==> src/rtl/mbus_pkg.sv <==
// Main bus package
// Request, response and command types for the 68000 main bus,
// target and state encodings, and the address map constants.

package mbus_pkg;

	// Word request from the bus master
	typedef struct packed {
		logic [23:1] addr;
		logic [15:0] wdata;
		logic        rnw;
		logic [1:0]  be;
	} bus_req_t;

	typedef struct packed {
		logic [15:0] rdata;
	} bus_rsp_t;

	typedef enum logic [2:0] {
		TGT_ROM,
		TGT_SRAM,
		TGT_WRAM,
		TGT_BANK,
		TGT_ROM_HOLE,
		TGT_NONE
	} target_e;

	// Decoded command as held in the queue
	typedef struct packed {
		target_e     target;
		logic [24:1] rom_addr;
		logic [15:0] ram_addr;
		logic [15:0] wdata;
		logic        rnw;
		logic [1:0]  be;
	} bus_cmd_t;

	typedef enum logic [2:0] {
		CS_IDLE,
		CS_RAM_WAIT,
		CS_ROM_WAIT,
		CS_RESPOND
	} ctrl_state_e;

	typedef enum logic [1:0] {
		BANK_NONE,
		BANK_SRAM,
		BANK_ROM
	} bank_mode_e;

	// ---------------------------------------------------------------------
	// Address map
	// ---------------------------------------------------------------------
	localparam logic [15:0] OPEN_BUS_RESET = 16'h4E71;
	localparam logic [23:0] ROM_SPACE_END  = 24'hA00000;
	// Compared against address bits 23:21
	localparam logic [2:0]  SRAM_WINDOW    = 3'b001;
	localparam logic [2:0]  WRAM_WINDOW    = 3'b111;
	// Compared against address bits 23:8
	localparam logic [15:0] BANK_REG_PAGE  = 16'hA130;
	// Byte size above which the bank page drives ROM banking
	localparam logic [24:0] ROM_BANK_LIMIT = 25'h0200000;

endpackage

==> src/rtl/mbus_decoder.sv <==
// Main bus address decoder
// Classifies each request into a target command for the queue and
// keeps the cartridge bank registers and the bank mode.

`timescale 1ns/100ps

module mbus_decoder
	import mbus_pkg::*;
(
	input  logic        MCLK,
	input  logic        reset,
	input  logic        req_valid,
	input  bus_req_t    req,
	input  logic [24:1] rom_size,
	output logic        cmd_push_valid,
	output bus_cmd_t    cmd_push
);

	logic [4:0]  bank_reg [8];
	bank_mode_e  bank_mode;
	target_e     target;
	logic [24:1] rom_addr;
	logic        rom_banked;

	// ---------------------------------------------------------------------
	// Address classification
	// ---------------------------------------------------------------------
	always_comb begin
		rom_banked = {rom_size, 1'b0} > ROM_BANK_LIMIT;

		if ({req.addr, 1'b0} < ROM_SPACE_END) begin
			// SRAM overrides ROM in 200000-3FFFFF when banked in
			if (bank_mode == BANK_SRAM && req.addr[23:21] == SRAM_WINDOW) begin
				target = TGT_SRAM;
			end else if ({1'b0, req.addr} < rom_size) begin
				target = TGT_ROM;
			end else if (req.addr[23:21] == SRAM_WINDOW && !(&req.addr[20:19])) begin
				target = TGT_SRAM;
			end else begin
				target = TGT_ROM_HOLE;
			end
		end else if (req.addr[23:8] == BANK_REG_PAGE) begin
			target = TGT_BANK;
		end else if (req.addr[23:21] == WRAM_WINDOW) begin
			target = TGT_WRAM;
		end else begin
			target = TGT_NONE;
		end

		// 512K pages picked by address bits 21:19
		if (bank_mode == BANK_ROM) begin
			rom_addr = {1'b0, bank_reg[req.addr[21:19]], req.addr[18:1]};
		end else begin
			rom_addr = {1'b0, req.addr};
		end
	end

	// ---------------------------------------------------------------------
	// Bank registers
	// ---------------------------------------------------------------------
	always_ff @(posedge MCLK) begin
		if (reset) begin
			cmd_push_valid <= 1'b0;
			bank_mode      <= BANK_NONE;
			for (int i = 0; i < 8; i++) begin
				bank_reg[i] <= 5'(i);
			end
		end else begin
			cmd_push_valid <= req_valid;
			if (req_valid && !req.rnw && target == TGT_BANK) begin
				if (rom_banked) begin
					// Register 0 is fixed to the first page
					if (req.addr[3:1] != 3'd0) begin
						bank_reg[req.addr[3:1]] <= req.wdata[4:0];
						bank_mode               <= BANK_ROM;
					end
				end else begin
					bank_mode <= req.wdata[0] ? BANK_SRAM : BANK_NONE;
				end
			end
		end
	end

	// Command payload
	always_ff @(posedge MCLK) begin
		cmd_push.target   <= target;
		cmd_push.rom_addr <= rom_addr;
		cmd_push.ram_addr <= req.addr[16:1];
		cmd_push.wdata    <= req.wdata;
		cmd_push.rnw      <= req.rnw;
		cmd_push.be       <= req.be;
	end

	a_req_addr_known: assert property (
		@(posedge MCLK) disable iff (reset)
		req_valid |-> !$isunknown(req.addr)
	) else $error("request with unknown address");

endmodule

==> config.mk <==
export PLATFORM = sky130hd
export DESIGN_NAME = mbus_decoder
export DESIGN_NICKNAME = d
export VERILOG_FILES = /design/src/rtl/mbus_pkg.sv /design/src/rtl/mbus_decoder.sv
export SDC_FILE = /design/constraint.sdc
export NUM_CORES = 1
export LEC_CHECK = 0
export BUFFER_PORTS_ARGS = -buffer_cell sky130_fd_sc_hd__buf_2
export CORE_ASPECT_RATIO = 1.75
export CORE_UTILIZATION = 45
export CTS_CLUSTER_DIAMETER = 80
export CTS_CLUSTER_SIZE = 12
export DETAILED_ROUTE_END_ITERATION = 6
export PLACE_DENSITY = 0.84
export SLEW_MARGIN = 20
export SYNTH_ARGS = -nofsm -noshare
export SYNTH_HDL_FRONTEND = slang
export SYNTH_SLANG_ARGS = --single-unit
==> constraint.sdc <==
create_clock -name MCLK -period 6.4 [get_ports MCLK]
set_clock_uncertainty 0.05 [all_clocks]
set_input_delay 1.28 -clock MCLK [delete_from_list [all_inputs] [get_ports MCLK]]
set_output_delay 1.28 -clock MCLK [all_outputs]
set_load 0.01 [all_outputs]
==> metrics.txt, run 1 <==
Layout area overhead 24.81%; Max IR drop VDD 0.0001442 V; clk slew on worst S/H paths 0.06 ns; floorplan core area 0.008368 mm2; initial core utilization 0.4689; Reg area 0.002162 mm2; Most used DFF post-synth dfxtp_1; most frequent cells after synthesis dfxtp_1 (48), edfxtp_1 (40), and2_1 (25), inv_1 (25), ha_1 (22); # rows 44; gpl congestion 0.8162; Crit path max-delay family simple AND/OR/NAND/NOR gates; Setup Crit Path Kind in2reg; largest net degree at the start of global routing 19; max-slew violations 0; sequential-to-total area share from yosys stat 0.5510; # diodes 0; Leakage 2.172 nW; # fillers 707; Worst Tran Pin Value 0.9859 ns; status finished, final reports clean; grt total ovfl 0; Synth area leader edfxtp_1; share of cells above drive strength 1 0.3904; TritonCTS Buffers 9; Yosys reg bits 88; die area 0.009111 mm2; YS warnings 0; RSZ-0062 raised after global routing no; CP Capture Type register; Area contributors post-synth edfxtp_1 (31%), dfxtp_1 (24%), ha_1 (7.0%); DIE HEIGHT 125.5 um; Multi-input gate area 0.001540 mm2; Startpoint Class input pin; highest-delay cell along the critical path or4b_4; Routed Antenna Nets 0; CTS max path bufs 2; IO Count 132; Post-Syn Area 0.003924 mm2; Max-Slew Margin vs Limit 0.3405; final setup TNS 0 ns; Post-synth EDFFs 40; final worst path period share 0.5613; most numerous cell in the Yosys netlist dfxtp_1; FMAX 278.4 MHz; drt initial violations 116; via/cell ratio 5.268; clock latency on the worst-skew pair 0.34 ns; WP data required 6.38 ns; # H-tree levels 3; post-DP HPWL 7.425 mm; Layout Utilization 0.5852; vias in the first global route 3053; post-CTS setup buffer count 0; total number of vias 2913; Synth Instances 308; drt pass-1 iters 4; pwr dens 261.5 mW/mm2; CTS tree yes; Worst Hold Class reg2reg; critical path arrival 3.58 ns; WP buf/inv 1; number of max-cap violations 0; GRT Resource Usage Total 0.2176; max reg flops 45; hold slack 0.5209 ns; Layout Nets 524; drt drc 0; Final Non-Filler Cells 553; Clock Sinks 88; drt wl/cell 17.07 um; Mean Syn Cell Area 12.74 um2; global-route wire length before repair 14.30 mm; area share of the largest cell type after synthesis 0.3061; Async S/R FF share, synth 0; final hold violations 0; post-synthesis cell type count 56; PortBufs 130; Crit path largest cell delay 0.58 ns; post-cts sizing count 0; root buffer cell clkbuf_16; total power 1.280 mW; total length of routed wires 9.439 mm; CP Cell Sequence buf_2, or4b_4, nor4_4, nand3_2, a2111oi_4, or2_1; die width 72.59 um; CP Max Fanout 14; dpl cells 537; initial antenna violation count 0; final setup fails 0; Hold Buf Count CTS 0; minimum clock period 3.593 ns
## tightest hold or removal path, stage by stage, from the launching register on
cell	delay, ns
dfxtp_1	0.33
a21oi_1	0.13
nor3_1	0.06
## cells by family (layout without fill, tap and decap cells)
kind of cell             after synthesis  in the layout  share of synthesized area
flip-flops                            88             88                     0.5510
AND/OR/NAND/NOR                       93             93                     0.1502
AO/OA/AOI/OAI                         45             45                     0.1030
multiplexers                          12             12                    0.06346
other                                  1              6                  0.0009557
adder cells (fa/ha/maj)               22             22                    0.07015
buffers and inverters                 47            172                    0.06122
## worst paths after layout
| path | slack (ns) | from | endpoint | cells after the start |
|---|---|---|---|---|
| setup / recovery | 2.81 | req[38] | bank_reg[4][4] | 6 |
| hold / removal | 0.52 | bank_mode[1] | bank_mode[1] | 2 |
| setup reg to reg | 5.02 | bank_reg[7][4] | cmd_push[57] | 3 |
| hold reg to reg | 0.52 | bank_mode[1] | bank_mode[1] | 2 |
## routing by layer
metal	global-route usage	vias up	wire, um	part of all wire
met5	0	-	0	0
met4	0.1903	0	731	0.077
met3	0.04996	45	482	0.051
met2	0.4024	128	5260	0.56
met1	0.1823	1386	2965	0.31
li1	-	1354	-	-
## cells in the final DEF (no fill, tap or decap), types with 2 or more instances in the layout
cell	netlist	routed
a2111oi_0	2	2
a2111oi_4	3	3
a211oi_2	4	4
a21o_1	3	3
a21oi_1	8	8
and2_1	25	25
and3_1	2	2
and4_1	2	2
buf_2	0	130
clkbuf_16	0	10
conb_1	1	6
dfxtp_1	48	48
edfxtp_1	40	40
ha_1	22	22
inv_1	25	25
inv_4	0	2
mux2i_1	2	2
mux4_2	9	9
nand2_1	8	8
nand2b_1	17	17
nand3_1	3	3
nand4_1	5	5
nor2_1	5	5
nor2b_1	3	3
nor3_1	3	3
nor4_1	2	2
o21ai_0	10	10
or2_1	3	3
or2_2	4	4
## through the flow
step / setup slack [ns] / area [um2]
floorplan: 2.973 / 3943
global placement: 2.566 / 4598
detailed placement: 2.490 / 4598
CTS: 2.865 / 4897
global route: 2.701 / 4897
finish: 2.807 / 4897
## cell type report
class	instances	area share
Inverter	25	0.01916
Timing Repair Buffer	131	0.1344
Sequential cell	88	0.4415
Tap cell	115	0.02938
Clock buffer	11	0.05391
Clock inverter	5	0.007154
Multi-Input combinational cell	178	0.3145
## power breakdown
part	leakage, nW	switching, mW	internal [mW]	total, mW
Clock	0.152	0.216	0.299	0.515
Combinational	1.23	0.0773	0.0613	0.139
Sequential	0.792	0.0102	0.617	0.627
Note: power is estimated with default switching activity, not from simulation.
==> run 2: changes to the inputs <==
clock period = 3.5 ns   (was 6.4 ns; I/O delays follow)
==> run 2 against run 1 <==
Global-route usage shrank 0.13 points; final cell count increased by 0.72%; via count rose by 0.69%; clock-buffer cell count did not move; sequential share of layout area is 0.10 points lower; final area increased by 0.23%; die area unchanged; critical path depth unchanged; clock power is 77% higher; sequential power increased by 83%; critical path type unchanged.
==> metrics.txt, run 2 (same netlist as run 1, synthesis figures left out) <==
FMAX 337.4 MHz; drt pass-1 iters 5; highest-delay cell along the critical path or4b_4; vias in the first global route 3079; Startpoint Class input pin; Crit path largest cell delay 0.58 ns; Critical Path Stages 6; initial antenna violation count 0; max layer used met4; max-slew violations 0; Max-Slew Margin vs Limit 0.5960; internal power 1.787 mW; Crit path max-delay family simple AND/OR/NAND/NOR gates; clock latency on the worst-skew pair 0.34 ns; Hold Path Depth 1; max reg flops 45; share of cells above drive strength 1 0.3869; initial core utilization 0.4689; most frequent cells in the layout buf_2 (130), dfxtp_1 (48), edfxtp_1 (40); P_sw 0.5271 mW; gpl congestion 0.8093; pwr dens 471.5 mW/mm2; Worst Tran Pin Value 0.5907 ns; final worst path period share 0.8467; # diodes 0; commonest non-fill, non-tap cell in the layout buf_2; Layout area overhead 25.10%; CP Cell Sequence buf_2, or4b_4, nor4_4, nand3_2, a2111oi_4, or2_1; WL met2 5.302 mm; reg2reg path depth 3; IO Count 132; minimum clock period 2.964 ns; Logic pwr share 0.111; root buffer cell clkbuf_16; Worst Hold Class in2reg; Layout Nets 528; final hold violations 0; floorplan core area 0.008368 mm2; met3 wire length 510 um; via/cell ratio 5.266; Hold Buf Count CTS 0; final setup fails 0; largest net degree at the start of global routing 19; WP buf/inv 1; RSZ-0062 raised after global routing no; CP Max Fanout 14; # rows 44; grt total ovfl 0; post-cts sizing count 0; GRT Resource Usage Total 0.2163; Seq pwr share 0.495; # H-tree levels 3; Setup Crit Path Kind in2reg; die width 72.59 um; PortBufs 130; die area 0.009111 mm2; CP Capture Type register; clock share of power 0.394; number of max-cap violations 0; WP data required 3.48 ns; Routed Antenna Nets 0; drt wl/cell 16.84 um; post-DP HPWL 7.444 mm; DIE HEIGHT 125.5 um; drt initial violations 171; DRT met1 WL 2.913 mm; CTS tree yes; dpl cell area 0.004628 mm2; TritonCTS Buffers 9; global-route wire length before repair 14.39 mm; status finished, final reports clean; total length of routed wires 9.379 mm; CTS max path bufs 2; Max IR drop VDD 0.0002726 V; drt drc 0; post-CTS setup buffer count 0; total number of vias 2933; Leakage 2.179 nW; Finished Cell Area 0.004908 mm2; clk slew on worst S/H paths 0.06 ns; Clock Sinks 88; switching portion of total power 0.2278; final setup TNS 0 ns; critical path arrival 2.94 ns
-- run 2: power by group through the flow --
stage / Sequential (mW) / Clock, mW / Combinational [mW]
floorplan: 1.18 / 0 / 0.122
global placement: 1.17 / 0 / 0.246
detailed placement: 1.17 / 0 / 0.254
CTS: 1.15 / 0.932 / 0.257
global route: 1.15 / 0.979 / 0.279
finish: 1.15 / 0.913 / 0.256
-- run 2: worst paths after layout --
| path | slack [ns] | to | from |
|---|---|---|---|
| worst max-delay path | 0.54 | bank_reg[4][3] | req[38] |
| worst min-delay path | 0.41 | cmd_push[9] | req[9] |
| worst max register to register | 2.15 | cmd_push[56] | bank_reg[6][3] |
| worst min register to register | 0.53 | bank_mode[1] | bank_mode[1] |
-- run 2: layout make-up --
cell class | count | area [um2]
fill | 705 | 3460
sequential | 88 | 2162
multi-input combinational | 178 | 1540
timing repair buffer | 135 | 688.2
clock buffer | 11 | 232.7
tap | 115 | 143.9
inverter | 25 | 93.84
clock inverter | 5 | 47.55
-- run 2: through the flow --
step                utilization  std cells  hold slack (ns)  worst slack (ns)  total power [mW]
finish                   0.5866        557           0.4131            0.5364             2.314
floorplan                     -        313           0.4549            0.6529             1.300
detailed placement       0.5531        541           0.4966            0.2385             1.422
CTS                      0.5866        557           0.4045            0.5904             2.335
global route             0.5866        557           0.4025            0.4294             2.408
global placement         0.5531        541           0.4806            0.3046             1.412
-- run 2: metal layers --
metal,global-route usage,up-vias
li1,-,1360
met1,0.1808,1384
met2,0.4063,144
met3,0.04996,45
met4,0.1765,0
met5,0,-
