File: src/rtl/mbus_pkg.sv
// Main bus package
// Request, response and command types for the 68000 main bus,
// target and state encodings, and the address map constants.

package mbus_pkg;

	// Word request from the bus master
	typedef struct packed {
		logic [23:1] addr;
		logic [15:0] wdata;
		logic        rnw;
		logic [1:0]  be;
	} bus_req_t;

	typedef struct packed {
		logic [15:0] rdata;
	} bus_rsp_t;

	typedef enum logic [2:0] {
		TGT_ROM,
		TGT_SRAM,
		TGT_WRAM,
		TGT_BANK,
		TGT_ROM_HOLE,
		TGT_NONE
	} target_e;

	// Decoded command as held in the queue
	typedef struct packed {
		target_e     target;
		logic [24:1] rom_addr;
		logic [15:0] ram_addr;
		logic [15:0] wdata;
		logic        rnw;
		logic [1:0]  be;
	} bus_cmd_t;

	typedef enum logic [2:0] {
		CS_IDLE,
		CS_RAM_WAIT,
		CS_ROM_WAIT,
		CS_RESPOND
	} ctrl_state_e;

	typedef enum logic [1:0] {
		BANK_NONE,
		BANK_SRAM,
		BANK_ROM
	} bank_mode_e;

	// ---------------------------------------------------------------------
	// Address map
	// ---------------------------------------------------------------------
	localparam logic [15:0] OPEN_BUS_RESET = 16'h4E71;
	localparam logic [23:0] ROM_SPACE_END  = 24'hA00000;
	// Compared against address bits 23:21
	localparam logic [2:0]  SRAM_WINDOW    = 3'b001;
	localparam logic [2:0]  WRAM_WINDOW    = 3'b111;
	// Compared against address bits 23:8
	localparam logic [15:0] BANK_REG_PAGE  = 16'hA130;
	// Byte size above which the bank page drives ROM banking
	localparam logic [24:0] ROM_BANK_LIMIT = 25'h0200000;

endpackage

File: src/rtl/mbus_cmd_fifo.sv
// Command queue
// Circular buffer between the decoder and the target controller.
// Each pop frees one slot, which the top returns as a credit.

`timescale 1ns/100ps

module mbus_cmd_fifo
	import mbus_pkg::*;
#(
	parameter int FIFO_DEPTH = 4
) (
	input  logic     MCLK,
	input  logic     reset,
	input  logic     cmd_push_valid,
	input  bus_cmd_t cmd_push,
	output logic     cmd_valid,
	output bus_cmd_t cmd,
	input  logic     cmd_pop
);

	localparam int PTR_W = (FIFO_DEPTH > 1) ? $clog2(FIFO_DEPTH) : 1;
	localparam int CNT_W = $clog2(FIFO_DEPTH + 1);

	bus_cmd_t           mem [FIFO_DEPTH];
	logic [PTR_W-1:0]   wr_ptr;
	logic [PTR_W-1:0]   rd_ptr;
	logic [CNT_W-1:0]   count;

	assign cmd_valid = (count != '0);
	assign cmd       = mem[rd_ptr];

	always_ff @(posedge MCLK) begin
		if (reset) begin
			wr_ptr <= '0;
			rd_ptr <= '0;
			count  <= '0;
		end else begin
			if (cmd_push_valid) begin
				wr_ptr <= (wr_ptr == PTR_W'(FIFO_DEPTH - 1)) ? '0 : wr_ptr + 1'b1;
			end
			if (cmd_pop) begin
				rd_ptr <= (rd_ptr == PTR_W'(FIFO_DEPTH - 1)) ? '0 : rd_ptr + 1'b1;
			end
			// Simultaneous push and pop leaves the count unchanged
			if (cmd_push_valid && !cmd_pop) begin
				count <= count + 1'b1;
			end else if (cmd_pop && !cmd_push_valid) begin
				count <= count - 1'b1;
			end
		end
	end

	always_ff @(posedge MCLK) begin
		if (cmd_push_valid) begin
			mem[wr_ptr] <= cmd_push;
		end
	end

	a_no_overflow: assert property (
		@(posedge MCLK) disable iff (reset)
		cmd_push_valid |-> (count != CNT_W'(FIFO_DEPTH)) || cmd_pop
	) else $error("command pushed into a full queue");

	a_no_underflow: assert property (
		@(posedge MCLK) disable iff (reset)
		cmd_pop |-> cmd_valid
	) else $error("command popped from an empty queue");

endmodule

File: config.mk
export PLATFORM = sky130hd
export DESIGN_NAME = mbus_cmd_fifo
export DESIGN_NICKNAME = d
export VERILOG_FILES = /design/src/rtl/mbus_pkg.sv /design/src/rtl/mbus_cmd_fifo.sv
export SDC_FILE = /design/constraint.sdc
export NUM_CORES = 1
export LEC_CHECK = 0
export BUFFER_PORTS_ARGS = -buffer_cell sky130_fd_sc_hd__clkbuf_2
export CAP_MARGIN = 20
export CORE_MARGIN = 4
export CORE_UTILIZATION = 26
export CTS_CLUSTER_DIAMETER = 30
export DETAILED_ROUTE_END_ITERATION = 12
export GPL_TIMING_DRIVEN = 1
export HOLD_SLACK_MARGIN = 0.08
export SYNTH_ARGS = -nofsm -noshare
export SYNTH_HDL_FRONTEND = slang
export SYNTH_SLANG_ARGS = --single-unit
File: constraint.sdc
create_clock -name MCLK -period 4.5 [get_ports MCLK]
set_input_delay 0.675 -clock MCLK [delete_from_list [all_inputs] [get_ports MCLK]]
set_output_delay 0.675 -clock MCLK [all_outputs]
set_load 0.005 [all_outputs]
==> results of run 1 <==
[registers in the layout (all words and copies together), names as in the netlist, named ones only]
register / count
mem: 248
rd_ptr: 2
wr_ptr: 2
count: 3
[stage by stage]
| step | util | hold WS (ns) | cell area (µm²) | total power [mW] |
|---|---|---|---|---|
| finish | 0.344 | 0.342 | 12300 | 6.91 |
| global route | 0.344 | 0.303 | 12300 | 7.21 |
| CTS | 0.344 | 0.292 | 12300 | 7.03 |
| detailed placement | 0.296 | 0.519 | 10600 | 3.25 |
| global placement | 0.296 | 0.469 | 10600 | 3.24 |
| floorplan | - | 0.447 | 9450 | 3.06 |
[power by group through the flow]
stage	registers, mW	logic (mW)	clock network (mW)
2_1_floorplan	2.81	0.243	0
3_3_place_gp	2.84	0.397	0
3_5_place_dp	2.85	0.404	0
4_1_cts	2.80	0.407	3.82
5_1_grt	2.81	0.430	3.97
6_report	2.80	0.389	3.72
[cells in the mapped netlist, drive strengths merged (2+ instances only)]
master and instances:
a21oi 2, and2 4, buf 13, dfxtp 9
edfxtp 248, ha 6, inv 4, mux2i 4
mux4 62, nor2 7, or3 2, xor2 2
[worst register-to-register path: stages, from the launching register on]
cell,delay [ns]
dfxtp_1,0.38
ha_1,0.20
and2_4,0.68
buf_4,0.41
[cells in the final DEF (no fill, tap or decap), drive strengths merged, types with 4 or more instances in the layout]
cell type | netlist | layout
inv | 4 | 14
clkinv | 0 | 25
bufinv | 0 | 6
edfxtp | 248 | 248
and2 | 4 | 4
nor2 | 7 | 7
ha | 6 | 6
buf | 13 | 5
clkbuf | 1 | 182
dfxtp | 9 | 9
mux2i | 4 | 4
mux4 | 62 | 62
[cells by family after synthesis]
group,after synthesis,share of synthesized area
adders and majority gates,7,0.0101
buffers and inverters,18,0.0191
muxes,66,0.153
DFF,257,0.807
AOI/OAI and AO/OA,3,0.00159
xor gates and xnor gates,2,0.00185
and+or+nand+nor,14,0.00755
[worst min path at each step]
stage / from / end / slack (ns) / cells after the start
2_1_floorplan: count[2] / count[2] / 0.45 / 2
3_3_place_gp: count[2] / count[2] / 0.47 / 2
3_5_place_dp: count[2] / count[2] / 0.52 / 2
4_1_cts: cmd_push[31] / mem[1][31] / 0.29 / 1
5_1_grt: cmd_push[54] / mem[3][54] / 0.30 / 1
6_report: cmd_push[42] / mem[1][42] / 0.34 / 1
[layout make-up]
cell class / instances / area, µm² / area share
clock buffer: 54 / 1310 / 0.106
clock inverter: 43 / 432 / 0.0351
inverter: 4 / 15.0 / 0.00122
multi-input combinational: 92 / 1650 / 0.134
sequential: 257 / 7630 / 0.620
tap: 461 / 577 / 0.0469
timing repair buffer: 133 / 691 / 0.0561
[layer usage]
layer  global-route usage  vias to the layer above
met1                0.122                     2241
li1                     -                     1942
met2                0.164                      131
met3               0.0390                       37
met4               0.0352                        0
met5                    0                        -
==> impl_metrics.tcl, run 1 <==
set metrics [dict create \
    status "completed" \
    critPathSlowestCell "dfxtp_4" \
    grt-ovfl-total 0 \
    rsz0062_at_grt "false" \
    crit_type "reg -> out" \
    clock_latency_ns 0.56 \
    htree_levels 2 \
    holdCritPathClass "in -> reg" \
    slew_headroom 0.321 \
    synth_edf_count 248 \
    antennaDiodeCount 0 \
    ys_ff_latch 257 \
    vias_per_cell 4.17 \
    p_switching_mw 1.49 \
    async_reset_ff_frac 0 \
    drt-pass1-iter-count 4 \
    route.met2.wl_um 9700 \
    start_util 0.264 \
    syn_avg_cell_area_um2 25.8 \
    path_depth 3 \
    grt_use_total 0.100 \
    finalSetupViolCount 0 \
    dieArea_um2 39500 \
    via_count 4351 \
    ctsResizeCount 0 \
    post-route-period-util 0.676 \
    die_x_um 199 \
    cp_max_fo 39 \
    drc 0 \
    combPwrFrac 0.056 \
    core_um2 35700 \
    first_global_vias 4902 \
    cpPeakStageDelay_ns 0.68 \
    worstReg2RegStart "wr_ptr[0]" \
    cap_violations 0 \
    r2r_slack_ns 2.50 \
    critical_path_arrival_ns 2.37 \
    dp_hpwl_um 11000 \
    pre_cts_ws_ns 1.92 \
    ff2ff_path_depth 3 \
    io_pins 129 \
    highest_layer "met4" \
    seqPwrFrac 0.405 \
    p_clk_frac 0.538 \
    dp.cells 947 \
    critical_path.top_delay_family "flip-flops" \
    met1_length_um 7880 \
    cp_cell_sequence "buf_12, mux4_2, clkbuf_2" \
    layout.cells.non_filler 1044 \
    cts_tree "yes" \
    tns_ns 0 \
    yosys-top-cells-area "edfxtp_1 (79%), mux4_2 (14%), dfxtp_1 (1.9%)" \
    p_int_mw 5.41 \
    p_leak_nw 4.26 \
    skew_ns 0.00987 \
    antenna_found_initial 0 \
    synth_top_area_frac 0.788 \
    p_per_area_nw_per_um2 561 \
    port_buffers 128 \
    cp.required_ns 3.83 \
    wl_met3_um 1230 \
    clk_pin_slew_ns 0.05 \
    worst-path-buf-inv 2 \
    fin_ws_ns 1.46 \
    routed_wl_um 19300 \
    drt-initial-drc-count 121 \
    clock_path_buffers 3 \
    grt_max_degree 63 \
    synth_area_um2 9450 \
    cp-end-kind "output pin" \
    swShare 0.216 \
    nets 613 \
    r2r_end "mem[3][31]" \
    irDropWorstVdd_uv 289 \
    cts_sinks 257 \
    yosysWarnings 0 \
    area_growth_pct 30.3 \
    grt_pass1_wl_um 29300 \
    post-cts-setup-buffer-count 0 \
    synthCells 367 \
    std_cell_rows 69 \
    slew_violations 0 \
    cts-hold-fix-buffers 0 \
    place_congestion 0.641 \
    fmax_mhz 329 \
    min_period_ns 3.04 \
    ys_seq_area_frac 0.807 \
    numCtsBuffers 52 \
    die_height_um 199 \
    wl_per_cell_um 18.4 \
    crit_end "cmd[24]" \
    synth_ff_type "edfxtp_1" \
    synth_fp_nets 440 \
    fillers 3366 \
    start_kind "flop" \
    tightest_slew_ns 1.02 \
    root_buffer "clkbuf_16" \
    drtAntennaViolNets 0 \
    yosysTopAreaCell "edfxtp_1" \
    drive_above_1_share 0.492 \
    hold_viol_final 0 \
    synth_cell_types 19 \
]
Note: power is estimated with default switching activity, not from simulation.
==> run 2: changes to the inputs <==
--- a/config.mk
+++ b/config.mk
@@ -5,6 +5,7 @@
 export SDC_FILE = /design/constraint.sdc
 export NUM_CORES = 1
 export LEC_CHECK = 0
+export ABC_AREA = 1
 export BUFFER_PORTS_ARGS = -buffer_cell sky130_fd_sc_hd__clkbuf_2
 export CAP_MARGIN = 20
 export CORE_MARGIN = 4
==> constraint.sdc (replaced) <==
create_clock -name MCLK -period 2.9 [get_ports MCLK]
set_input_delay 0.435 -clock MCLK [delete_from_list [all_inputs] [get_ports MCLK]]
set_output_delay 0.435 -clock MCLK [all_outputs]
set_load 0.005 [all_outputs]
==> impl_metrics.tcl, run 2 <==
set metrics [dict create \
    cp_cell_sequence "buf_4, o21ai_0, o22ai_2, clkbuf_2" \
    start_util 0.264 \
    yosys-top-cells-area "edfxtp_1 (73%), o22ai_2 (7.3%), o21ai_0 (5.6%)" \
    synth_most_common_cell "edfxtp_1" \
    synth_cell_types 24 \
    rsz0062_at_grt "false" \
    cts_sinks 257 \
    p_per_area_nw_per_um2 836 \
    dp_hpwl_um 12900 \
    fin_ws_ns 0.329 \
    place_congestion 0.682 \
    seqPwrFrac 0.367 \
    antennaDiodeCount 0 \
    routed_wl_um 23900 \
    fmax_mhz 389 \
    synth_top_area_frac 0.728 \
    p_int_mw 9.12 \
    layout.cells.non_filler 1445 \
    finalSetupViolCount 0 \
    clock_path_buffers 3 \
    cts_tree "yes" \
    io_pins 129 \
    worstReg2RegStart "wr_ptr[0]" \
    drt-pass1-iter-count 6 \
    root_buffer "clkbuf_16" \
    path_depth 4 \
    die_height_um 206 \
    synth_fp_nets 732 \
    drive_above_1_share 0.393 \
    synthCells 659 \
    p_leak_nw 5.00 \
    fillers 3692 \
    drtAntennaViolNets 0 \
    dp.cells 1281 \
    combPwrFrac 0.080 \
    clk_pin_slew_ns 0.05 \
    ys_ff_latch 257 \
    drc 0 \
    start_kind "flop" \
    nets 955 \
    clock_latency_ns 0.56 \
    slew_violations 0 \
    synth-simple-area-share 0.0689 \
    crit_type "reg -> out" \
    postLayoutCoreUtil 0.361 \
    tightest_slew_ns 0.687 \
    mostFrequentLayoutCells "edfxtp_1 (248), clkbuf_2 (128), o21ai_0 (114)" \
    grt_pass1_wl_um 36600 \
    hold_viol_final 0 \
    worst-path-buf-inv 2 \
    swShare 0.220 \
    regMostFlops "mem" \
    synth_area_um2 10200 \
    synthAdderAreaFrac 0.00929 \
    irDropWorstVdd_uv 660 \
    largest_register_ffs 248 \
    synth_commonest_cells "edfxtp_1 (248), o21ai_0 (114), nor2_1 (73)" \
    synth-compound-area-share 0.138 \
    p_clk_frac 0.552 \
    critical_path_arrival_ns 2.14 \
    ff2ff_path_depth 5 \
    htree_levels 2 \
    crit_end "cmd[49]" \
    final_common_cell "edfxtp_1" \
    std_cell_rows 72 \
    r2r_end "mem[0][31]" \
    r2r_slack_ns 0.95 \
    first_global_vias 6569 \
    post-cts-setup-buffer-count 0 \
    critPathSlowestCell "buf_4" \
    reg_top3 "mem: 248 flops, count: 3 flops" \
    ys_seq_area_frac 0.746 \
    vias_per_cell 4.32 \
    antenna_found_initial 2 \
    min_period_ns 2.57 \
    status "completed" \
    drt-initial-drc-count 286 \
    hold_slack_ns 0.145 \
    slew_headroom 0.542 \
    p_switching_mw 2.57 \
    async_reset_ff_frac 0 \
    cap_violations 0 \
    cp.required_ns 2.47 \
    port_buffers 128 \
    placed_cell_area_um2 11400 \
    dieArea_um2 42600 \
    yosys-mux-area-fraction 0 \
    grt_use_total 0.112 \
    holdCritPathClass "in -> reg" \
    skew_ns 0.00775 \
    synth_xor_area_frac 0.000856 \
    grt-ovfl-total 0 \
    cp_max_fo 62 \
    area_growth_pct 36.7 \
    syn_avg_cell_area_um2 15.5 \
    power_mw 11.7 \
    numCtsBuffers 55 \
    design_area_um2 14000 \
    cp-end-kind "output pin" \
    synth_top_family_by_area "compound AO/OA/AOI/OAI gates" \
    cpPeakStageDelay_ns 0.55 \
    tns_ns 0 \
    die_x_um 206 \
    pre_cts_ws_ns 0.904 \
    wl_per_cell_um 16.5 \
    critical_path.top_delay_family "buffers and inverters" \
    yosysWarnings 0 \
    yosysTopAreaCell "edfxtp_1" \
    synth_ff_type "edfxtp_1" \
    grt_max_degree 63 \
    synth_edf_count 248 \
    core_um2 38700 \
    via_count 6239 \
    post-route-period-util 0.887 \
]
## run 2: cell types whose count changed in the layout (fill, tap and decap cells not counted), sizes merged, moves of 9 or more
cell and delta:
o22ai +62, nand2 +9, o21ai +126, dlygate4sd3 +62, nor2 +126, buf +11
clkinvlp +11, mux4 -62
## run 2: worst min-delay path by stage
stage	start	endpoint	slack, ns	cells after the start
2_1_floorplan	wr_ptr[1]	wr_ptr[1]	0.49	2
3_3_place_gp	count[2]	count[2]	0.52	3
3_5_place_dp	count[1]	count[1]	0.52	2
4_1_cts	cmd_push[26]	mem[1][26]	0.09	1
5_1_grt	cmd_push[26]	mem[1][26]	0.11	1
6_report	cmd_push[26]	mem[1][26]	0.15	1
## run 2: what timing repair did
item,in CTS,in global routing
resized for setup,0,0
hold endpoints to repair,247,0
hold buffers,62,0
## run 2: kinds of logic (layout without fill, tap and decap cells)
family / after synthesis / count (layout)
flops: 257 / 257
xor+xnor: 1 / 1
buf+inv: 56 / 324
fa+ha+maj: 7 / 7
simple gates: 146 / 146
compound gates: 192 / 192
## run 2: layout make-up
type,instances,area (µm²),share of cell area
inverters,16,72.6,0.00519
clock inverters,40,533,0.0381
clock buffers,62,1420,0.102
well taps,518,648,0.0463
multi-input cells,346,2220,0.159
repair buffers,206,1460,0.104
flip-flops and latches,257,7630,0.546
## run 2: routing by layer
layer	wire length (µm)	GRT usage	vias to the layer above	share of wire
li1	-	-	2950	-
met1	10900	0.146	3050	0.45
met2	10800	0.174	181	0.45
met3	1650	0.0364	54	0.069
met4	595	0.0452	4	0.025
met5	31	0	-	0.0013
## run 2: power by group through the flow
stage / registers (mW) / logic (mW) / clock network, mW
5_1_grt: 4.30 / 1.05 / 6.82
3_3_place_gp: 4.36 / 0.874 / 0
3_5_place_dp: 4.36 / 0.889 / 0
4_1_cts: 4.30 / 0.963 / 6.62
6_report: 4.30 / 0.938 / 6.46
2_1_floorplan: 4.36 / 0.526 / 0
